--- config.mk ---
export PLATFORM = sky130hd
export DESIGN_NAME = field_decode
export DESIGN_NICKNAME = d
export VERILOG_FILES = /design/src/espm_pkg.sv /design/src/field_decode.sv
export SDC_FILE = /design/constraint.sdc
export NUM_CORES = 1
export LEC_CHECK = 0
export BUFFER_PORTS_ARGS = -buffer_cell sky130_fd_sc_hd__buf_4
export CORE_UTILIZATION = 52
export CTS_CLUSTER_DIAMETER = 40
export CTS_CLUSTER_SIZE = 24
export DETAILED_ROUTE_END_ITERATION = 8
export GPL_ROUTABILITY_DRIVEN = 0
export PLACE_DENSITY = 0.8
export SYNTH_ARGS = -nofsm -noshare
export SYNTH_HDL_FRONTEND = slang
export SYNTH_SLANG_ARGS = --single-unit
--- constraint.sdc ---
create_clock -name sysclk -period 0.95 [get_ports sysclk]
set_input_delay 0.19 -clock sysclk [delete_from_list [all_inputs] [get_ports sysclk]]
set_output_delay 0.19 -clock sysclk [all_outputs]
set_load 0.01 [all_outputs]
--- src/espm_pkg.sv ---
// ESPM receive path package: address spaces, register offsets, buffer map, structs, address union
package espm_pkg;

    // --------------------------------------------------------------------------
    // host address spaces and offsets
    // --------------------------------------------------------------------------
    localparam logic [3:0] ADDR_MAIN           = 4'h0;
    localparam logic [3:0] ADDR_BOARD_SPECIFIC = 4'hB;
    localparam logic [3:0] ADDR_ESPM           = 4'hC;

    localparam logic [3:0] OFF_ADC_DATA = 4'd0;  // pot in upper half
    localparam logic [3:0] OFF_ENC_LOAD = 4'd4;
    localparam logic [3:0] OFF_ENC_DATA = 4'd5;

    localparam logic [11:0] BS_CRC_ERR    = 12'h000;
    localparam logic [11:0] BS_CRC_GOOD   = 12'h001;
    localparam logic [11:0] BS_ESII       = 12'h010;
    localparam logic [11:0] BS_INST_MODEL = 12'h012;
    localparam logic [11:0] BS_INST_ID    = 12'h013;
    localparam logic [11:0] BS_SWITCH     = 12'h021;
    localparam logic [11:0] BS_BUILD      = 12'hFFF;

    localparam logic [31:0] BUILD_NUMBER = 32'd2;
    localparam logic [31:0] READ_FILL    = 32'h0000CCCC;
    localparam logic [15:0] POT_FILL     = 16'hCCCC;

    // --------------------------------------------------------------------------
    // frame buffer map
    // --------------------------------------------------------------------------
    localparam int          BUF_WORDS    = 64;
    localparam int          NUM_ENC      = 7;
    localparam logic [23:0] ENC_MIDRANGE = 24'h800000;

    localparam logic [2:0] ROW_POS = 3'd1;  // words 9..15
    localparam logic [2:0] ROW_POT = 3'd2;  // words 17..23

    localparam logic [5:0] W_SWITCH        = 6'h30;
    localparam logic [5:0] W_ESII          = 6'h31;
    localparam logic [5:0] W_INST_MODEL    = 6'h32;
    localparam logic [5:0] W_INST_ID       = 6'h33;
    localparam logic [5:0] W_PRELOAD_VALID = 6'h34;

    // host address, two decodings of the same word
    typedef struct packed {
        logic [3:0] space;
        logic [3:0] unused;
        logic [3:0] chan;
        logic [3:0] offset;
    } main_addr_t;

    typedef struct packed {
        logic [3:0]  space;
        logic [11:0] offset;
    } board_addr_t;

    typedef union packed {
        main_addr_t  main;
        board_addr_t board;
    } reg_addr_u;

    typedef struct packed {
        logic        valid;
        logic [5:0]  sel;
        logic [31:0] data;
        logic        eof;
        logic        crc_good;
    } rx_beat_t;

    typedef struct packed {
        logic        wen;
        reg_addr_u   waddr;
        logic [31:0] wdata;
    } reg_wr_t;

    typedef struct packed {
        logic        valid;
        logic [5:0]  addr;
        logic [31:0] data;
    } commit_beat_t;

    typedef struct packed {
        logic [1:NUM_ENC][23:0] pos;
        logic [1:NUM_ENC][11:0] pot;
        logic [31:0]            switch_word;
        logic [31:0]            esii_word;
        logic [31:0]            inst_model;
        logic [31:0]            inst_id;
        logic                   preload_valid;
    } espm_fields_t;

    typedef struct packed {
        logic [1:NUM_ENC][23:0] preload;
        logic [1:NUM_ENC][23:0] position;
        logic [1:NUM_ENC]       overflow;
    } enc_state_t;

endpackage

--- src/field_decode.sv ---
// decoder latching position, pot, status and preload-valid fields from commit beats
`timescale 1ns/1ns

module field_decode (
    input  logic                   sysclk,
    input  logic                   rst_n_i,
    input  espm_pkg::commit_beat_t commit_i,
    output espm_pkg::espm_fields_t fields_o
);

    logic [2:0] row;
    logic [2:0] col;

    assign row = commit_i.addr[5:3];
    assign col = commit_i.addr[2:0];

    // --------------------------------------------------------------------------
    // field latches
    // --------------------------------------------------------------------------
    always_ff @(posedge sysclk or negedge rst_n_i) begin
        if (!rst_n_i) begin
            fields_o <= '0;
        end else if (commit_i.valid) begin
            // column 0 of each row carries no channel
            if (col != 3'd0) begin
                if (row == espm_pkg::ROW_POS) begin
                    fields_o.pos[col] <= commit_i.data[23:0];
                end
                if (row == espm_pkg::ROW_POT) begin
                    fields_o.pot[col] <= commit_i.data[17:6];  // 12-bit pot sample
                end
            end

            case (commit_i.addr)
                espm_pkg::W_SWITCH: begin
                    fields_o.switch_word <= commit_i.data;
                end
                espm_pkg::W_ESII: begin
                    fields_o.esii_word <= commit_i.data;  // bit1 esii good, bit0 ecm
                end
                espm_pkg::W_INST_MODEL: begin
                    fields_o.inst_model <= commit_i.data;
                end
                espm_pkg::W_INST_ID: begin
                    fields_o.inst_id <= commit_i.data;
                end
                espm_pkg::W_PRELOAD_VALID: begin
                    fields_o.preload_valid <= commit_i.data[0];
                end
                default: begin
                    // position and pot rows handled above
                end
            endcase
        end
    end

endmodule

==> results.sh <==
export IMPL_outcome="finished with violations"
export IMPL_violations="setup timing"
export IMPL_p_int_mw=36.9
export IMPL_irDropWorstVdd_mv=2.30
export IMPL_power_density_nw_per_um2=2070
export IMPL_cp_required_ns=0.76
export IMPL_area_growth_syn_to_layout_pct=73.1
export IMPL_critPathSlowestCell="sky130_fd_sc_hd__dfrtp_1"
export IMPL_synth_lib_cells_used_distinct=20
export IMPL_flip_flop_count_of_the_largest_register_all_copies_and_words_added=381
export IMPL_yosys_register_bits=381
export IMPL_worstSetupStartpointType="flop"
export IMPL_dieWidth_um=168
export IMPL_drt_pre_antenna_iters=5
export IMPL_max_flop_register="fields_o"
export IMPL_slew_violations=0
export IMPL_grt_antenna_before_repair=2
export IMPL_residual_drc=0
export IMPL_slew_headroom=0.739
export IMPL_seqPwrFrac=0.396
export IMPL_drt_wirelength_um=63100
export IMPL_syn_inst=854
export IMPL_start_to_end_type_of_the_worst_setup_path="reg -> out"
export IMPL_row_count=60
export IMPL_drt_iter0_drc=786
export IMPL_min_period_ns=1.34
export IMPL_ios=422
export IMPL_static_leakage_power_nw=12.9
export IMPL_ys_warnings_count=0
export IMPL_io_buffer_count=421
export IMPL_syn_area_um2=14400
export IMPL_net_switching_power_mw=14.7
export IMPL_die_area_um2=28400
export IMPL_finalHoldViolCount=0
export IMPL_crit_path_end_kind="primary output"
export IMPL_synthesis_nets=895
export IMPL_critPathBufInv=1
export IMPL_worst_slack_ns=-0.390
export IMPL_start_util=0.533
export IMPL_hold_path_class="in -> reg"
export IMPL_wl_per_cell_um=32.4
export IMPL_place_detailed_hpwl_um=28300
export IMPL_synth_ff_type="sky130_fd_sc_hd__dfrtp_1"
export IMPL_cp_cell_sequence="buf_6"
export IMPL_drive_above_1_share=0.737
export IMPL_final_fill_count=788
export IMPL_postSynth_asyncResetShare=1.00
export IMPL_leading_post_synthesis_cells_by_cell_area="sky130_fd_sc_hd__dfrtp_1 (66%), sky130_fd_sc_hd__mux2_2 (25%), sky130_fd_sc_hd__mux2_1 (2.8%), sky130_fd_sc_hd__mux2_4 (2.1%), sky130_fd_sc_hd__buf_2 (1.1%)"
export IMPL_cts_buffers_inserted=46
export IMPL_max_cap_violations=0
export IMPL_final_util=0.922
export IMPL_reg_top3="fields_o: 381 flops"
export IMPL_worst_clock_skew_ns=0
export IMPL_clk_insertion_delay_late_ns=0.56
export IMPL_final_setup_violating_endpoints=677
export IMPL_globalRoute_totalOverflow=0
export IMPL_cts_root_to_sink_buffers=3
export IMPL_netlist_top_cells_count="sky130_fd_sc_hd__dfrtp_1 (381), sky130_fd_sc_hd__mux2_2 (325), sky130_fd_sc_hd__mux2_1 (36)"
export IMPL_vias_per_cell=5.89
export IMPL_detailroute_via_count=11473
export IMPL_unrepaired_setup_endpoints_after_global_routing="yes"
export IMPL_first_global_vias=11552
export IMPL_share_comb_of_total_power=0.245
export IMPL_cell_type_with_the_highest_aggregate_area_in_the_netlist="sky130_fd_sc_hd__dfrtp_1"
export IMPL_ctsRootBufferMaster="sky130_fd_sc_hd__clkbuf_16"
export IMPL_die_h_um=168
export IMPL_fin_setup_tns_ns=-161.16
export IMPL_grt_start_max_net_pins=71
export IMPL_clock_power_share=0.359
export IMPL_yosys_cell_count_top_type="sky130_fd_sc_hd__dfrtp_1"
export IMPL_max_freq_mhz=746
export IMPL_fin_crit_sh=1.41
export IMPL_critical_path_max_stage_delay_ns=0.44
export IMPL_grt_pass1_wl_um=75800
export IMPL_h_tree_depth=2
export IMPL_cts_sinks=381
export IMPL_highest_fanout_seen_on_the_critical_path=2
export IMPL_crit_family="flip-flops"
export IMPL_cts_tree="yes"
export IMPL_synth_top_cell_area_share=0.662
export IMPL_seq_area_frac_synth=0.662
export IMPL_finalNetCount=1611
export IMPL_syn_area_per_cell_um2=16.9
export IMPL_core_footprint_um2=27000
export IMPL_remaining_antenna_violation_count_after_routing=0
export IMPL_grt_total_usage=0.365
export IMPL_tightestPinTransition_ns=0.391
export IMPL_edff_count_synth=0
export IMPL_switching_share=0.284
export IMPL_clkTransAtPathRegs_ns=0.07
export IMPL_cp_data_arrival_time_ns=1.15
stage by stage:
stage	power [mW]	instance area, um^2	setup WS, ns	hold slack [ns]	cells
floorplan	23.0	14800	-0.523	-0.106	854
global placement	27.9	18700	-0.646	0.0418	1615
detailed placement	28.2	18700	-0.677	0.0437	1615
CTS	48.6	23100	-0.351	0.0000611	1828
global route	52.7	24900	-0.393	0.0139	1949
finish	51.6	24900	-0.390	0.00256	1949
per-layer routing:
metal / up-vias / track usage / part of all wire
met5: - / 0 / 0
met4: 0 / 0.198 / 0.078
met3: 305 / 0.0842 / 0.081
met2: 767 / 0.617 / 0.50
met1: 5964 / 0.434 / 0.34
li1: 4437 / - / -
final cells by class:
class / instances / area, um^2 / share of cell area
clock inverter: 27 / 302 / 0.0121
tap: 341 / 427 / 0.0171
timing repair buffer: 728 / 7940 / 0.319
clock buffer: 58 / 1270 / 0.0508
multi-input combinational: 413 / 5450 / 0.219
antenna: 1 / 2.50 / 0.000100
sequential: 381 / 9530 / 0.382
power groups by stage:
stage	sequential, mW	clock [mW]	combinational [mW]
floorplan	20.7	0	2.28
global placement	19.8	0	8.11
detailed placement	19.9	0	8.32
CTS	20.0	18.0	10.6
global route	20.5	19.1	13.0
finish	20.4	18.5	12.6
placed cells by master, fill, tap and decap left out, types with 2 or more instances in the layout:
master / instances
sky130_fd_sc_hd__buf_12: 34
sky130_fd_sc_hd__buf_16: 3
sky130_fd_sc_hd__buf_4: 235
sky130_fd_sc_hd__buf_6: 416
sky130_fd_sc_hd__buf_8: 12
sky130_fd_sc_hd__bufinv_16: 4
sky130_fd_sc_hd__clkbuf_1: 6
sky130_fd_sc_hd__clkbuf_16: 65
sky130_fd_sc_hd__clkbuf_8: 5
sky130_fd_sc_hd__clkinv_2: 4
sky130_fd_sc_hd__clkinv_4: 2
sky130_fd_sc_hd__clkinvlp_4: 6
sky130_fd_sc_hd__dfrtp_1: 381
sky130_fd_sc_hd__dlygate4sd3_1: 10
sky130_fd_sc_hd__inv_6: 10
sky130_fd_sc_hd__mux2_1: 16
sky130_fd_sc_hd__mux2_2: 155
sky130_fd_sc_hd__mux2_4: 210
sky130_fd_sc_hd__nand2_1: 5
sky130_fd_sc_hd__nand2_4: 2
sky130_fd_sc_hd__nand2_8: 2
sky130_fd_sc_hd__nand3b_1: 2
sky130_fd_sc_hd__nor2_4: 7
sky130_fd_sc_hd__nor3_4: 2
sky130_fd_sc_hd__nor3b_4: 3
path summary, 6_finish.rpt:
check / start / to / slack, ns / cells past startpoint
worst max-delay path: fields_o[101]$_DFFE_PN0P_ / fields_o[101] / -0.39 / 1
worst min register to register: fields_o[168]$_DFFE_PN0P_ / fields_o[168]$_DFFE_PN0P_ / 0.53 / 1
max in group asynchronous: rst_n_i / fields_o[221]$_DFFE_PN0P_ / 0.21 / 3
min in group asynchronous: rst_n_i / fields_o[68]$_DFFE_PN0P_ / 0.09 / 2
worst max register to register: fields_o[38]$_DFFE_PN0P_ / fields_o[38]$_DFFE_PN0P_ / -0.11 / 3
worst min-delay path: commit_i[1] / fields_o[2]$_DFFE_PN0P_ / 0.003 / 2
what timing repair did:
item / CTS / global route
endpoints found under the setup margin: 615 / 717
resized for setup: 426 / 193
gates cloned: 9 / 23
hold buffers: 10 / 0
endpoints found under the hold margin: 414 / 0
pin swaps: 3 / 17
buffers inserted: 110 / 133
cells by family after synthesis:
logic type	Yosys count	share of synthesized area
muxes	381	0.303
DFF	381	0.662
buffers and inverters	60	0.0200
and+or+nand+nor	32	0.0146
Note: power is estimated with default switching activity, not from simulation.
