==> src/espm_pkg.sv <==
// ESPM receive path package: address spaces, register offsets, buffer map, structs, address union
package espm_pkg;

    // --------------------------------------------------------------------------
    // host address spaces and offsets
    // --------------------------------------------------------------------------
    localparam logic [3:0] ADDR_MAIN           = 4'h0;
    localparam logic [3:0] ADDR_BOARD_SPECIFIC = 4'hB;
    localparam logic [3:0] ADDR_ESPM           = 4'hC;

    localparam logic [3:0] OFF_ADC_DATA = 4'd0;  // pot in upper half
    localparam logic [3:0] OFF_ENC_LOAD = 4'd4;
    localparam logic [3:0] OFF_ENC_DATA = 4'd5;

    localparam logic [11:0] BS_CRC_ERR    = 12'h000;
    localparam logic [11:0] BS_CRC_GOOD   = 12'h001;
    localparam logic [11:0] BS_ESII       = 12'h010;
    localparam logic [11:0] BS_INST_MODEL = 12'h012;
    localparam logic [11:0] BS_INST_ID    = 12'h013;
    localparam logic [11:0] BS_SWITCH     = 12'h021;
    localparam logic [11:0] BS_BUILD      = 12'hFFF;

    localparam logic [31:0] BUILD_NUMBER = 32'd2;
    localparam logic [31:0] READ_FILL    = 32'h0000CCCC;
    localparam logic [15:0] POT_FILL     = 16'hCCCC;

    // --------------------------------------------------------------------------
    // frame buffer map
    // --------------------------------------------------------------------------
    localparam int          BUF_WORDS    = 64;
    localparam int          NUM_ENC      = 7;
    localparam logic [23:0] ENC_MIDRANGE = 24'h800000;

    localparam logic [2:0] ROW_POS = 3'd1;  // words 9..15
    localparam logic [2:0] ROW_POT = 3'd2;  // words 17..23

    localparam logic [5:0] W_SWITCH        = 6'h30;
    localparam logic [5:0] W_ESII          = 6'h31;
    localparam logic [5:0] W_INST_MODEL    = 6'h32;
    localparam logic [5:0] W_INST_ID       = 6'h33;
    localparam logic [5:0] W_PRELOAD_VALID = 6'h34;

    // host address, two decodings of the same word
    typedef struct packed {
        logic [3:0] space;
        logic [3:0] unused;
        logic [3:0] chan;
        logic [3:0] offset;
    } main_addr_t;

    typedef struct packed {
        logic [3:0]  space;
        logic [11:0] offset;
    } board_addr_t;

    typedef union packed {
        main_addr_t  main;
        board_addr_t board;
    } reg_addr_u;

    typedef struct packed {
        logic        valid;
        logic [5:0]  sel;
        logic [31:0] data;
        logic        eof;
        logic        crc_good;
    } rx_beat_t;

    typedef struct packed {
        logic        wen;
        reg_addr_u   waddr;
        logic [31:0] wdata;
    } reg_wr_t;

    typedef struct packed {
        logic        valid;
        logic [5:0]  addr;
        logic [31:0] data;
    } commit_beat_t;

    typedef struct packed {
        logic [1:NUM_ENC][23:0] pos;
        logic [1:NUM_ENC][11:0] pot;
        logic [31:0]            switch_word;
        logic [31:0]            esii_word;
        logic [31:0]            inst_model;
        logic [31:0]            inst_id;
        logic                   preload_valid;
    } espm_fields_t;

    typedef struct packed {
        logic [1:NUM_ENC][23:0] preload;
        logic [1:NUM_ENC][23:0] position;
        logic [1:NUM_ENC]       overflow;
    } enc_state_t;

endpackage

==> src/encoder_preload.sv <==
// encoder preload registers, offsets, adjusted positions and overflow flags
`timescale 1ns/1ns

module encoder_preload (
    input  logic                   sysclk,
    input  logic                   rst_n_i,
    input  espm_pkg::reg_wr_t      reg_wr_i,
    input  espm_pkg::espm_fields_t fields_i,
    output espm_pkg::enc_state_t   enc_o
);

    logic [1:espm_pkg::NUM_ENC][23:0] preload_q;
    logic [1:espm_pkg::NUM_ENC][23:0] offset_q;
    logic [1:espm_pkg::NUM_ENC][23:0] pos_adj;
    logic [1:espm_pkg::NUM_ENC]       ovf_q;

    logic       ld_hit;
    logic [3:0] ld_chan;

    // --------------------------------------------------------------------------
    // preload write decode
    // --------------------------------------------------------------------------
    assign ld_chan = reg_wr_i.waddr.main.chan;
    assign ld_hit  = reg_wr_i.wen
                  && (reg_wr_i.waddr.main.space == espm_pkg::ADDR_MAIN)
                  && (reg_wr_i.waddr.main.offset == espm_pkg::OFF_ENC_LOAD)
                  && (ld_chan != 4'd0) && !ld_chan[3];  // channels 1..7 only

    // adjusted position, wraps mod 2^24
    always_comb begin
        for (int c = 1; c <= espm_pkg::NUM_ENC; c++) begin
            pos_adj[c] = fields_i.pos[c] + offset_q[c];
        end
    end

    always_ff @(posedge sysclk or negedge rst_n_i) begin
        if (!rst_n_i) begin
            for (int c = 1; c <= espm_pkg::NUM_ENC; c++) begin
                preload_q[c] <= espm_pkg::ENC_MIDRANGE;
                offset_q[c]  <= '0;
            end
            ovf_q <= '0;
        end else if (ld_hit) begin
            for (int c = 1; c <= espm_pkg::NUM_ENC; c++) begin
                if (ld_chan == 4'(c)) begin
                    preload_q[c] <= reg_wr_i.wdata[23:0];
                    offset_q[c]  <= reg_wr_i.wdata[23:0] - fields_i.pos[c];
                    ovf_q[c]     <= 1'b0;
                end
            end
        end else begin
            // sticky until the next preload of that channel
            for (int c = 1; c <= espm_pkg::NUM_ENC; c++) begin
                if ((pos_adj[c][23:12] == 12'h000) || (pos_adj[c][23:12] == 12'hFFF)) begin
                    ovf_q[c] <= 1'b1;
                end
            end
        end
    end

    assign enc_o.preload  = preload_q;
    assign enc_o.position = pos_adj;
    assign enc_o.overflow = ovf_q;

endmodule

==> config.mk <==
export PLATFORM = sky130hd
export DESIGN_NAME = encoder_preload
export DESIGN_NICKNAME = d
export VERILOG_FILES = /design/src/espm_pkg.sv /design/src/encoder_preload.sv
export SDC_FILE = /design/constraint.sdc
export NUM_CORES = 1
export LEC_CHECK = 0
export BUFFER_PORTS_ARGS = -buffer_cell sky130_fd_sc_hd__buf_2
export CELL_PAD_IN_SITES_DETAIL_PLACEMENT = 1
export CELL_PAD_IN_SITES_GLOBAL_PLACEMENT = 1
export CORE_ASPECT_RATIO = 0.5
export CORE_MARGIN = 2
export CORE_UTILIZATION = 40
export CTS_CLUSTER_DIAMETER = 100
export DETAILED_ROUTE_END_ITERATION = 10
export GPL_TIMING_DRIVEN = 0
export HOLD_SLACK_MARGIN = 0.12
export PLACE_DENSITY_LB_ADDON = 0.25
export SETUP_SLACK_MARGIN = 0.5
export SYNTH_ARGS = -nofsm -noshare
export SYNTH_HDL_FRONTEND = slang
export SYNTH_SLANG_ARGS = --single-unit
==> constraint.sdc <==
create_clock -name sysclk -period 5.45 [get_ports sysclk]
set_clock_uncertainty 0.1 [all_clocks]
set_input_delay 0.8175 -clock sysclk [delete_from_list [all_inputs] [get_ports sysclk]]
set_output_delay 0.8175 -clock sysclk [all_outputs]
set_load 0.005 [all_outputs]
==> results.py <==
metrics = {
    "synth": {
        "synthCells": 3142,
        "synthFlopType": "sky130_fd_sc_hd__dfrtp_1",
        "async_reset_ff_share_pct": 100.0,
        "yosys_warnings": 0,
        "synth.cell_area_um2": 27860,
        "synth_enable_flop_cells": 0,
        "synth.largest_area_cell": "sky130_fd_sc_hd__dfrtp_1",
        "ys_types": 82,
        "synthMostInstantiatedCell": "sky130_fd_sc_hd__dfrtp_1",
        "mappedNetlistNets": 3910,
        "synth_seq_cells": 343,
        "ys_top_cells_by_count": "336 x sky130_fd_sc_hd__dfrtp_1, 322 x sky130_fd_sc_hd__ha_1, 304 x sky130_fd_sc_hd__nand2_1",
        "seq_area_frac_synth_pct": 30.84,
        "post_synth_main_area_contributors": "sky130_fd_sc_hd__dfrtp_1 30%, sky130_fd_sc_hd__ha_1 14%, sky130_fd_sc_hd__mux2_2 6.6%",
        "synth_top_cell_area_share_pct": 30.18,
        "post_synth.cell_area_avg_um2": 8.867,
    },
    "routing": {
        "routedWlPerCell_um": 22.98,
        "routed_wirelength_mm": 108.0,
        "detailroute.wirelength.met3_mm": 4.706,
        "detailedRoute.firstPassIterationCount": 5,
        "dr_wl_met2_mm": 53.21,
        "routedLengthMet1_mm": 45.56,
        "drtIter0Drc": 1212,
        "vias": 26270,
        "remaining_drc_errors": 0,
        "ant_nets": 0,
        "drt-vias-per-instance": 5.588,
        "dr.max_layer_used": "met5",
    },
    "worst_setup_path": {
        "timing.critical_path.arrival_ps": 3920,
        "worst-setup-path-type": "input port to output port",
        "setup.worst_path.end_class": "output port",
        "required_ps": 4530,
        "reg2reg_from": "offset_q[48]",
        "critPathMaxFanout": 3,
        "start_kind": "input port",
        "cp-startpoint": "fields_i[237]",
    },
    "layout": {
        "drive_above_1_share_pct": 22.39,
        "instances_no_fill": 4701,
        "final_area_um2": 33420,
        "nets": 4512,
        "fillCellCount": 8363,
        "seq_area_um2": 8592,
        "multiInputGateArea_um2": 18190,
        "areaGrowthSynthToFinish_pct": 19.95,
    },
    "cts": {
        "number_of_clock_sinks": 343,
        "cts_htree_levels": 2,
        "cts-buffers-inserted": 39,
        "worstSkewPairLatency_ps": 570,
        "clockRootBuffer": "sky130_fd_sc_hd__clkbuf_16",
        "clk_pin_slew_worst_paths_ps": 60,
        "clock_tree_from_tritoncts": "yes",
        "cts-root-to-sink-buffers": 3,
    },
    "floorplanning": {
        "start_util_pct": 40.42,
        "fp.dieArea_um2": 71900,
        "fp.dieW_um": 377.2,
        "floorplan.io_pins": 775,
        "die_h_um": 190.6,
        "core_area_um2": 68920,
        "fp-row-count": 68,
    },
    "global_route": {
        "grt_start_max_net_pins": 106,
        "grt_first_pass_wirelength_mm": 160.1,
        "grt_antenna_before_repair": 24,
        "overflow": 0,
        "vias_in_the_first_global_route": 27150,
        "grt.total_usage_pct": 29.31,
    },
    "power_and_ir_drop": {
        "p_total_mw": 7.097,
        "power_frac_seq_pct": 36.2,
        "power.combinational.fraction_pct": 22.7,
        "internal_power_mw": 4.857,
        "clockPowerShare_pct": 41.2,
        "power.leakage_nw": 17.89,
        "power.net_switching_mw": 2.240,
        "p_sw_share_pct": 31.57,
        "worst_ir_drop_vdd_mv": 0.1571,
        "pwr_density_cell_nw_per_um2": 212.4,
    },
    "place": {
        "post-dp-hpwl_mm": 80.14,
        "number_of_buffers_added_on_ports": 548,
        "placedCellCount": 4604,
        "placed_area_um2": 31860,
        "globalplace.congestion": 0.8824,
        "dpl_worst_slack_ps": 27.93,
    },
    "sta": {
        "period_needed_ps": 4838,
        "worstMarginPinSlew_ps": 1316,
        "clock.fmax_mhz": 206.7,
        "max_slew_margin_pct": 12.29,
        "report.final.hold_viol_count": 0,
        "post-route-period-util_pct": 88.77,
        "setup_slack_ps": 612.0,
        "setup_viol_count_final": 0,
        "final-max-slew-violation-count": 0,
        "rsz0062_at_grt": "true",
    },
    "hold_path": {
        "hold_class": "register to register",
        "worstHoldStart": "offset_q[14]",
    },
    "status": {
        "run_status": "complete, no violations",
    },
    "run": {
        "cap_violations": 0,
    },
}
layout by cell type (no fill, tap or decap), drive strengths merged, types with 12 or more instances in the layout:
cell type,synthesis,layout
buf,5,565
dfrtp,336,336
ha,322,322
nand2,304,304
o21ai,282,282
inv,244,242
a21oi,199,199
nor2,177,177
mux2,164,164
xnor2,158,158
xor2,121,121
clkbuf,56,102
a21o,90,90
nor3,62,62
nand3,52,52
o21a,50,50
nand2b,50,50
o21bai,30,30
nor2b,30,30
o31ai,29,29
and3,28,28
a211oi,28,28
a31oi,26,26
nand4,25,25
o211ai,25,25
or3,21,21
and2,20,20
or4,18,18
diode,0,17
or2,15,15
fa,14,14
a21boi,13,13
nor4,12,12
routing by layer:
metal,vias to the layer above,global-route usage [%]
met2,522,51.00
met3,204,4.500
met4,6,13.57
met1,13090,35.79
li1,12450,-
met5,-,0
logic make-up after synthesis:
logic type                 after synthesis  synth area share [%]
DFF                                    343                 30.84
and+or+nand+nor                        844                 14.43
AOI/OAI and AO/OA                      869                 19.66
buffers and inverters                  305                 4.109
adders and majority gates              336                 15.47
xor gates and xnor gates               279                 8.798
muxes                                  166                 6.701
layout make-up:
type / count / area share [%]
Clock buffer: 46 / 3.216
Timing Repair Buffer: 561 / 8.776
Multi-Input combinational cell: 2494 / 54.43
Sequential cell: 343 / 25.71
Buffer: 61 / 0.6889
Antenna cell: 17 / 0.1273
Clock inverter: 25 / 0.8836
Inverter: 244 / 2.763
Tap cell: 910 / 3.407
flip-flops by register name, summed over array words and instances, names as in the netlist:
| name | cells |
|---|---|
| enc_o | 168 |
| ovf_q | 7 |
| offset_q | 168 |
critical path, cell delays in order:
cell and delay [ps]:
sky130_fd_sc_hd__buf_2 140, sky130_fd_sc_hd__ha_1 220, sky130_fd_sc_hd__fa_1 260, sky130_fd_sc_hd__a211o_1 150, sky130_fd_sc_hd__o211ai_1 160, sky130_fd_sc_hd__a2111oi_1 730, sky130_fd_sc_hd__nor3_1 130, sky130_fd_sc_hd__or3_1 370
sky130_fd_sc_hd__a21oi_1 230, sky130_fd_sc_hd__a21o_1 160, sky130_fd_sc_hd__a21oi_1 90, sky130_fd_sc_hd__xnor2_1 280, sky130_fd_sc_hd__buf_2 190
repair_timing:
action,4_1_cts,5_1_grt
resized for setup,2,14
hold endpoints to repair,43,0
hold buffers,1,0
endpoints found under the setup margin,2,11
pin swaps,0,6
buffers inserted,0,8
final timing paths:
check | end | slack (ps) | cells after the start
min in group asynchronous | ovf_q[4] | 630 | 2
worst min-delay path | offset_q[14] | 380 | 2
worst min register to register | offset_q[14] | 380 | 2
worst max register to register | ovf_q[5] | 1070 | 14
max in group asynchronous | enc_o[282] | 2730 | 5
worst max-delay path | enc_o[53] | 610 | 13
power by group through the flow:
stage	Combinational (mW)	Clock, mW	Sequential [mW]
6_report	1.61	2.92	2.57
5_1_grt	1.78	3.08	2.57
3_3_place_gp	1.53	0	2.62
4_1_cts	1.60	2.99	2.57
2_1_floorplan	0.979	0	2.61
3_5_place_dp	1.59	0	2.61
stage by stage:
step                TNS (ps)  util, %  hold slack, ps
floorplan                  0        -           352.6
global placement    -1216240    46.06           359.6
detailed placement         0    46.24           369.5
CTS                        0    48.25           384.0
global route               0    48.47           406.0
finish                     0    48.49           378.3
Note: power is estimated with default switching activity, not from simulation.
