==> src/espm_pkg.sv <==
// ESPM receive path package: address spaces, register offsets, buffer map, structs, address union
package espm_pkg;

    // --------------------------------------------------------------------------
    // host address spaces and offsets
    // --------------------------------------------------------------------------
    localparam logic [3:0] ADDR_MAIN           = 4'h0;
    localparam logic [3:0] ADDR_BOARD_SPECIFIC = 4'hB;
    localparam logic [3:0] ADDR_ESPM           = 4'hC;

    localparam logic [3:0] OFF_ADC_DATA = 4'd0;  // pot in upper half
    localparam logic [3:0] OFF_ENC_LOAD = 4'd4;
    localparam logic [3:0] OFF_ENC_DATA = 4'd5;

    localparam logic [11:0] BS_CRC_ERR    = 12'h000;
    localparam logic [11:0] BS_CRC_GOOD   = 12'h001;
    localparam logic [11:0] BS_ESII       = 12'h010;
    localparam logic [11:0] BS_INST_MODEL = 12'h012;
    localparam logic [11:0] BS_INST_ID    = 12'h013;
    localparam logic [11:0] BS_SWITCH     = 12'h021;
    localparam logic [11:0] BS_BUILD      = 12'hFFF;

    localparam logic [31:0] BUILD_NUMBER = 32'd2;
    localparam logic [31:0] READ_FILL    = 32'h0000CCCC;
    localparam logic [15:0] POT_FILL     = 16'hCCCC;

    // --------------------------------------------------------------------------
    // frame buffer map
    // --------------------------------------------------------------------------
    localparam int          BUF_WORDS    = 64;
    localparam int          NUM_ENC      = 7;
    localparam logic [23:0] ENC_MIDRANGE = 24'h800000;

    localparam logic [2:0] ROW_POS = 3'd1;  // words 9..15
    localparam logic [2:0] ROW_POT = 3'd2;  // words 17..23

    localparam logic [5:0] W_SWITCH        = 6'h30;
    localparam logic [5:0] W_ESII          = 6'h31;
    localparam logic [5:0] W_INST_MODEL    = 6'h32;
    localparam logic [5:0] W_INST_ID       = 6'h33;
    localparam logic [5:0] W_PRELOAD_VALID = 6'h34;

    // host address, two decodings of the same word
    typedef struct packed {
        logic [3:0] space;
        logic [3:0] unused;
        logic [3:0] chan;
        logic [3:0] offset;
    } main_addr_t;

    typedef struct packed {
        logic [3:0]  space;
        logic [11:0] offset;
    } board_addr_t;

    typedef union packed {
        main_addr_t  main;
        board_addr_t board;
    } reg_addr_u;

    typedef struct packed {
        logic        valid;
        logic [5:0]  sel;
        logic [31:0] data;
        logic        eof;
        logic        crc_good;
    } rx_beat_t;

    typedef struct packed {
        logic        wen;
        reg_addr_u   waddr;
        logic [31:0] wdata;
    } reg_wr_t;

    typedef struct packed {
        logic        valid;
        logic [5:0]  addr;
        logic [31:0] data;
    } commit_beat_t;

    typedef struct packed {
        logic [1:NUM_ENC][23:0] pos;
        logic [1:NUM_ENC][11:0] pot;
        logic [31:0]            switch_word;
        logic [31:0]            esii_word;
        logic [31:0]            inst_model;
        logic [31:0]            inst_id;
        logic                   preload_valid;
    } espm_fields_t;

    typedef struct packed {
        logic [1:NUM_ENC][23:0] preload;
        logic [1:NUM_ENC][23:0] position;
        logic [1:NUM_ENC]       overflow;
    } enc_state_t;

endpackage

==> src/link_monitor.sv <==
// good/error frame counters and communication watchdog
`timescale 1ns/1ns

module link_monitor #(
    parameter int WDOG_CYCLES = 491520
) (
    input  logic               sysclk,
    input  logic               rst_n_i,
    input  espm_pkg::rx_beat_t rx_beat_i,
    output logic [31:0]        good_count_o,
    output logic [31:0]        err_count_o,
    output logic               comm_good_o
);

    localparam int WIN_W = $clog2(WDOG_CYCLES);

    logic [WIN_W-1:0] win_cnt;
    logic [9:0]       good_prev;  // good count at last window end

    // --------------------------------------------------------------------------
    // frame counters
    // --------------------------------------------------------------------------
    always_ff @(posedge sysclk or negedge rst_n_i) begin
        if (!rst_n_i) begin
            good_count_o <= '0;
            err_count_o  <= '0;
        end else begin
            if (rx_beat_i.crc_good) begin
                good_count_o <= good_count_o + 32'd1;
            end
            if (rx_beat_i.eof && !rx_beat_i.crc_good) begin
                err_count_o <= err_count_o + 32'd1;  // eof with bad crc
            end
        end
    end

    // watchdog window
    always_ff @(posedge sysclk or negedge rst_n_i) begin
        if (!rst_n_i) begin
            win_cnt     <= '0;
            good_prev   <= '0;
            comm_good_o <= 1'b0;
        end else if (win_cnt == WIN_W'(WDOG_CYCLES - 1)) begin
            win_cnt     <= '0;
            good_prev   <= good_count_o[9:0];
            comm_good_o <= (good_count_o[9:0] != good_prev);  // any progress this window
        end else begin
            win_cnt <= win_cnt + 1'b1;
        end
    end

endmodule

==> config.mk <==
export PLATFORM = sky130hd
export DESIGN_NAME = link_monitor
export DESIGN_NICKNAME = d
export VERILOG_FILES = /design/src/espm_pkg.sv /design/src/link_monitor.sv
export SDC_FILE = /design/constraint.sdc
export NUM_CORES = 1
export LEC_CHECK = 0
export BUFFER_PORTS_ARGS = -buffer_cell sky130_fd_sc_hd__buf_2
export CAP_MARGIN = 10
export CELL_PAD_IN_SITES_DETAIL_PLACEMENT = 1
export CELL_PAD_IN_SITES_GLOBAL_PLACEMENT = 2
export CORE_UTILIZATION = 34
export DETAILED_ROUTE_END_ITERATION = 10
export GPL_TIMING_DRIVEN = 0
export PLACE_DENSITY_LB_ADDON = 0.2
export SLEW_MARGIN = 40
export SYNTH_ARGS = -nofsm -noshare
export SYNTH_HDL_FRONTEND = slang
export SYNTH_SLANG_ARGS = --single-unit
==> constraint.sdc <==
create_clock -name sysclk -period 2.3 [get_ports sysclk]
set_input_delay 0.69 -clock sysclk [delete_from_list [all_inputs] [get_ports sysclk]]
set_output_delay 0.69 -clock sysclk [all_outputs]
set_load 0.02 [all_outputs]
==> metrics.md, run 1 <==
| Metric | Value |
|---|---|
| # DRC | 0 |
| Post-synth EDFFs | 0 |
| Post-Syn Area | around 0.0044 mm^2 |
| Clock Sinks | between 90 and 100 |
| Number of global-route vias before repair | 3223 |
| Top_reg_cell synth | dfrtp_1 |
| I/O pin count | between 100 and 150 |
| Core Util, Final | 0.415 |
| First-pass GRT wire length | around 16000 um |
| Final #Nets | 503 |
| Initial DRT Pass Iterations | 4 |
| Setup Viol. Count Final | 0 |
| Unique cell type count in the Yosys netlist | 34 |
| Asr flop ratio synth | 1.00 |
| Finished Cell Area | 0.00522 mm^2 |
| Final WL | approximately 9500 um |
| Share of cells above drive strength 1 | 0.252 |
| Worst Hold Class | primary input to async pin |
| CTS clk-pin slew, worst paths | approximately 0.06 ns |
| Hold-fix buffers, CTS | 0 |
| Core Area | 0.0126 mm^2 |
| Pwr Density | roughly 750 mW/mm^2 |
| Relative slew slack | 0.557 |
| Clk Latency, worst-skew pair | 0.34 ns |
| Register area share after synthesis | 0.539 |
| Largest fanout on the critical path | 10 |
| FMAX | 0.468 GHz |
| CTS Root Cell | clkbuf_16 |
| Slew Limit Fails | 0 |
| Placed Instance Area | 0.00495 mm^2 |
| CTS tree | built |
| Worst clock skew | approximately 0.006 ns |
| Worst Path Required | roughly 2.5 ns |
| Routed vias/inst | ~5 |
| Type of origin of the critical path | register |
| CTS Buf Count | 9 |
| FF+latch count, synth | 94 |
| Detailed-route via count | 3085 |
| Die extent in y | 115 um |
| RePlAce Congestion | 0.712 |
| Gr usage total | 0.163 |
| Die width | about 120 um |
| 1st-iter DRT viols | between 100 and 150 |
| Avg Inst Size Synth | 11.5 um^2 |
| VDD IR max | slightly below 600 uV |
| Initial antenna violation count | 0 |
| Largest net degree at the start of global routing | 52 |
| Mapped Nets | ~430 |
| Area Overhead vs Synth | 19.6% |
| Setup crit end kind | register |
| Unrepaired setup endpoints after global routing | no |
| Status | finished clean |
| Final HPWL DP | 6720 um |
| Final period util | 0.930 |
| Least-Margin Pin Slew | ~0.66 ns |
| Syn Inst Count | between 300 and 400 |
| Min Tclk post-route | ~2.1 ns |
| Max Cap Violations | 0 |
| Data arrival, critical path | about 2.4 ns |
| Gr ovfl total | 0 |
| Max clock buf depth | 2 |
| Port Buffers | between 60 and 70 |
| Tot Pwr | between 3000 and 4000 uW |
| Routed Antenna Nets | 0 |
| Synth warnings | 0 |
| Critical path class | register to register |
| Ant. Diodes | 0 |
| Leak pwr | approximately 0.0026 uW |
| Initial Utilization | 0.347 |
| DIE AREA | about 0.013 mm^2 |
| Row count | between 40 and 50 |
| Final Hold Fails | 0 |
| Htree depth | 3 |
| Avg WL per Cell | roughly 15 um |
==> cells by family after synthesis <==
family,share of synthesized area
AOI/OAI and AO/OA,0.00861
muxes,0.0336
DFF,0.539
and+or+nand+nor,0.217
xor gates and xnor gates,0.171
adders and majority gates,0.00861
buffers and inverters,0.0218
==> timing repair <==
item | 4_1_cts | 5_1_grt
buffers inserted | 0 | 0
resized for setup | 1 | 2
setup endpoints to repair | 11 | 19
pin swaps | 0 | 0
==> where the power goes <==
| part | leakage [uW] | total (uW) | internal [uW] | switching [uW] |
|---|---|---|---|---|
| Combinational | 0.00119 | 591 | 231 | 360 |
| Clock | 0.000128 | 1360 | 748 | 610 |
| Sequential | 0.00125 | 1950 | 1770 | 189 |
| Total | 0.00257 | 3900 | 2740 | 1160 |
==> worst max-delay path: stages (launching register included) <==
cell and delay, ns:
dfrtp_1 0.38, ha_1 0.19, and3_1 0.32, nand3_1 0.16, nor4_2 0.33, clkbuf_4 0.28, mux2_2 0.34
==> routing by layer <==
metal,routed length [um],vias to the layer above,track usage
li1,-,1475,-
met5,0,-,0
met1,4610,1556,0.217
met3,254,13,0.0295
met2,4470,41,0.256
met4,199,0,0.0779
==> final cells by class <==
cell class / count / area (um^2)
inverter: 6 / 22.5
buffer: 12 / 71.3
sequential: 94 / 2350
tap: 172 / 215
multi-input combinational: 266 / 1930
clock buffer: 12 / 246
clock inverter: 2 / 10.0
timing repair buffer: 68 / 373
fill: 1408 / 7350
==> cell usage after synthesis (all sizes together) (3+ instances only) <==
cell type | n | area [um^2]
inv | 6 | 22.5
ha | 3 | 37.5
xnor2 | 40 | 350
and4 | 7 | 61.3
mux2 | 13 | 146
xor2 | 45 | 394
and3 | 12 | 75.1
buf | 7 | 50.1
nand2 | 28 | 105
clkbuf | 6 | 22.5
and2 | 3 | 18.8
nand3 | 26 | 130
dfrtp | 94 | 2350
nand4 | 27 | 169
nor2 | 18 | 67.6
nor3 | 10 | 50.1
nor2b | 3 | 18.8
nor4 | 17 | 169
==> registers in the layout (all words and copies together) (netlist names) <==
signal / flops
win_cnt: 19
good_prev: 10
comm_good_o: 1
good_count_o: 32
err_count_o: 32
==> stage by stage <==
step,hold slack [ns],setup WS [ns],instances,setup TNS [ns]
2_1_floorplan,0.394,0.146,379,0
3_3_place_gp,0.450,-0.509,618,-47.46
3_5_place_dp,0.456,-0.0351,619,-0.0661
4_1_cts,0.237,0.0230,633,0
5_1_grt,0.250,0.0180,632,0
6_report,0.230,0.162,632,0
==> cell usage in the layout (no fill, tap or decap), types with 2 or more instances in the layout <==
cell type and n:
buf_2 69, buf_6 2, clkbuf_16 9, ha_1 3
xnor2_1 40, nor4_2 12, and4_1 7, and3_1 12
nor2_1 18, nand2_1 28, nand4_1 27, inv_1 6
mux2_2 13, xor2_1 45, clkbuf_1 7, and2_1 3
nand3_1 26, dfrtp_1 94, nor3_1 10, nor2b_1 3
nor4_1 5, clkinv_2 2, a21oi_1 2
==> path summary, 6_finish.rpt <==
check	startpoint	endpoint	slack (ns)	cells after the start
worst max-delay path	win_cnt[0]	good_prev[8]	0.16	6
worst min-delay path	rst_n_i	win_cnt[6]	0.23	1
worst max register to register	win_cnt[0]	good_prev[8]	0.16	6
worst min register to register	err_count_o[31]	err_count_o[31]	0.47	1
max in group asynchronous	rst_n_i	err_count_o[9]	1.51	2
min in group sysclk	err_count_o[31]	err_count_o[31]	0.47	1
(Power assumes the default switching activity.)
==> run 2, diff against run 1 <==
==> constraint.sdc (replaced) <==
create_clock -name sysclk -period 2.3 [get_ports sysclk]
set_input_delay 0.115 -clock sysclk [delete_from_list [all_inputs] [get_ports sysclk]]
set_output_delay 0.115 -clock sysclk [all_outputs]
set_load 0.02 [all_outputs]
==> metrics.md, run 2 (synthesized netlist as in run 1, its figures left out) <==
| Metric | Value |
|---|---|
| Reg2reg path depth | 6 (unchanged) |
| Hold depth | 3 |
| Hold Path Origin | rx_beat_i[1] |
| Place WS | -0.0310 ns (+0.00415 ns) |
| Largest fanout on the critical path | 10 (unchanged) |
| Finished Cell Area | 0.00524 mm^2 (+0.38%) |
| Gr usage total | 0.163 (+0.000228) |
| Max stage delay cell, worst path | dfrtp_1 |
| Delay-heaviest family, CP | simple AND/OR/NAND/NOR gates |
| Biggest regs | err_count_o x32, good_count_o x32, win_cnt x19 |
| Placed cells | 619 (unchanged) |
| Slew Limit Fails | 0 (unchanged) |
| CTS Root Cell | clkbuf_16 |
| Final #Nets | 505 (+0.40%) |
| VDD IR max | 586 uV (about the same) |
| Worst clock skew | 0.00497 ns (-0.000897 ns) |
| Port Buffers | 67 (unchanged) |
| Clock Sinks | 94 (unchanged) |
| Max clock buf depth | 2 (unchanged) |
| Hold Path End | err_count_o[0] |
| Final HPWL DP | 6720 um (unchanged) |
| Largest net degree at the start of global routing | 52 (unchanged) |
| Most common cell after layout, fill and taps aside | dfrtp_1 |
| Data arrival, critical path | 2.38 ns (about the same) |
| Critical path class | register to register |
| Final Hold Fails | 0 (unchanged) |
| Initial antenna violation count | 0 (unchanged) |
| Worst R2R Start | win_cnt[0] |
| # DRC | 0 (unchanged) |
| I/O pin count | 108 (unchanged) |
| Number of global-route vias before repair | 3235 (+0.37%) |
| Tot Pwr | 3900 uW (-0.13%) |
| Pwr Density | 744 mW/mm^2 (-0.51%) |
| CP Cell Sequence | ha_1 > and3_1 > nand3_1 > nor4_2 > clkbuf_4 > mux2_2 |
| Setup crit end kind | register |
| R2R Path End | good_prev[8] |
| Routed Antenna Nets | 0 (unchanged) |
| Final WL | 9550 um (+0.14%) |
| Worst Path Required | 2.53 ns (about the same) |
| CTS clk-pin slew, worst paths | 0.06 ns (about the same) |
| Clk Latency, worst-skew pair | 0.34 ns (about the same) |
| R2R setup slack | 0.15 ns (about the same) |
| Setup Viol. Count Final | 0 (unchanged) |
| CTS tree | built |
| Ant. Diodes | 0 (unchanged) |
| Most frequent cells in the layout | dfrtp_1 (94), buf_2 (69), xor2_1 (45), xnor2_1 (40), nand2_1 (28) |
| Setup ws final | 0.153 ns (-0.00892 ns) |
| Row count | 41 (unchanged) |
| Final period util | 0.933 (+0.00388) |
| Die extent in y | 115 um (unchanged) |
| Placed Instance Area | 0.00495 mm^2 (unchanged) |
| Initial DRT Pass Iterations | 4 (unchanged) |
| Area Overhead vs Synth | 20.1% |
| Status | finished clean |
| Routed vias/inst | 4.87 (-0.15%) |
| 1st-iter DRT viols | 103 (unchanged) |
| Relative slew slack | 0.559 (+0.00223) |
| Avg WL per Cell | 15.1 um (-0.18%) |
| Gr ovfl total | 0 (unchanged) |
| Leak pwr | 0.00257 uW (+0.33%) |
| CTS Buf Count | 9 (unchanged) |
| Post-CTS Setup Inserts | 0 (unchanged) |
| DIE AREA | 0.0133 mm^2 (unchanged) |
| Unrepaired setup endpoints after global routing | no |
| Share of cells above drive strength 1 | 0.251 (-0.00109) |
| Detailed-route via count | 3090 (+0.16%) |
| Non-Filler Instances | 634 (+0.32%) |
| Max Cap Violations | 0 (unchanged) |
| Worst Hold Class | primary input to register |
| Htree depth | 3 (unchanged) |
| RePlAce Congestion | 0.712 (unchanged) |
| Core Area | 0.0126 mm^2 (unchanged) |
| FMAX | 0.466 GHz (-0.42%) |
| Least-Margin Pin Slew | 0.659 ns (-0.00333 ns) |
| First-pass GRT wire length | 16500 um (+0.17%) |
| WP buf/inv | 1 (unchanged) |
| Die width | 115 um (unchanged) |
| Min Tclk post-route | 2.15 ns (+0.00892 ns) |
| Type of origin of the critical path | register |
| CP max stage delay | 0.38 ns (about the same) |
| Hold WS | 0.0922 ns (-0.138 ns) |
| Initial Utilization | 0.347 (unchanged) |
-- run 2: changes by cell type in the layout (fill, tap and decap cells not counted) --
cell	previous run	this run
dlygate4sd3_1	0	2
-- run 2: where the power goes --
| part | leakage, uW | total (uW) | internal, uW | switching, uW |
|---|---|---|---|---|
| clock network | 0.000128 | 1350 | 748 | 603 |
| registers | 0.00125 | 1950 | 1770 | 189 |
| logic | 0.00119 | 594 | 233 | 361 |
| total | 0.00257 | 3900 | 2750 | 1150 |
-- run 2: repair_timing --
item / in CTS / in global routing
hold buffers: 2 / 0
endpoints found under the hold margin: 44 / 0
resized for setup: 1 / 2
endpoints found under the setup margin: 11 / 19
-- run 2: through the flow --
step	setup TNS, ns	utilization
after global placement	-0.0293	0.391
after detailed placement	-0.0310	0.394
after CTS	0	0.416
after global routing	0	0.417
final	0	0.417
after floorplan	0	-
-- run 2: how the worst max path moves through the flow --
stage                         startpoint              end  cells after the start
after floorplan           err_count_o[0]  err_count_o[18]                      6
after global placement        win_cnt[0]     good_prev[8]                      7
after detailed placement      win_cnt[0]     good_prev[8]                      7
after CTS                     win_cnt[0]     good_prev[8]                      7
after global routing          win_cnt[4]     good_prev[8]                      6
final                         win_cnt[0]     good_prev[8]                      6
-- run 2: layout make-up --
class / instances / area (um^2)
Timing Repair Buffer: 70 / 393
Sequential cell: 94 / 2350
Clock inverter: 2 / 10.0
Buffer: 12 / 71.3
Clock buffer: 12 / 246
Multi-Input combinational cell: 266 / 1930
Fill cell: 1406 / 7330
Tap cell: 172 / 215
Inverter: 6 / 22.5
-- run 2: worst reg2reg max path, cell delays in order, from the launching register on --
cell and delay, ns:
dfrtp_1 0.38, ha_1 0.19, and3_1 0.33, nand3_1 0.17, nor4_2 0.34, clkbuf_4 0.28, mux2_2 0.34
-- run 2: per-layer routing --
metal	vias to the layer above	wire (um)	track usage
met5	-	0	0
met4	0	199	0.0779
met3	13	250	0.0295
met2	41	4510	0.257
met1	1562	4590	0.217
li1	1474	-	-
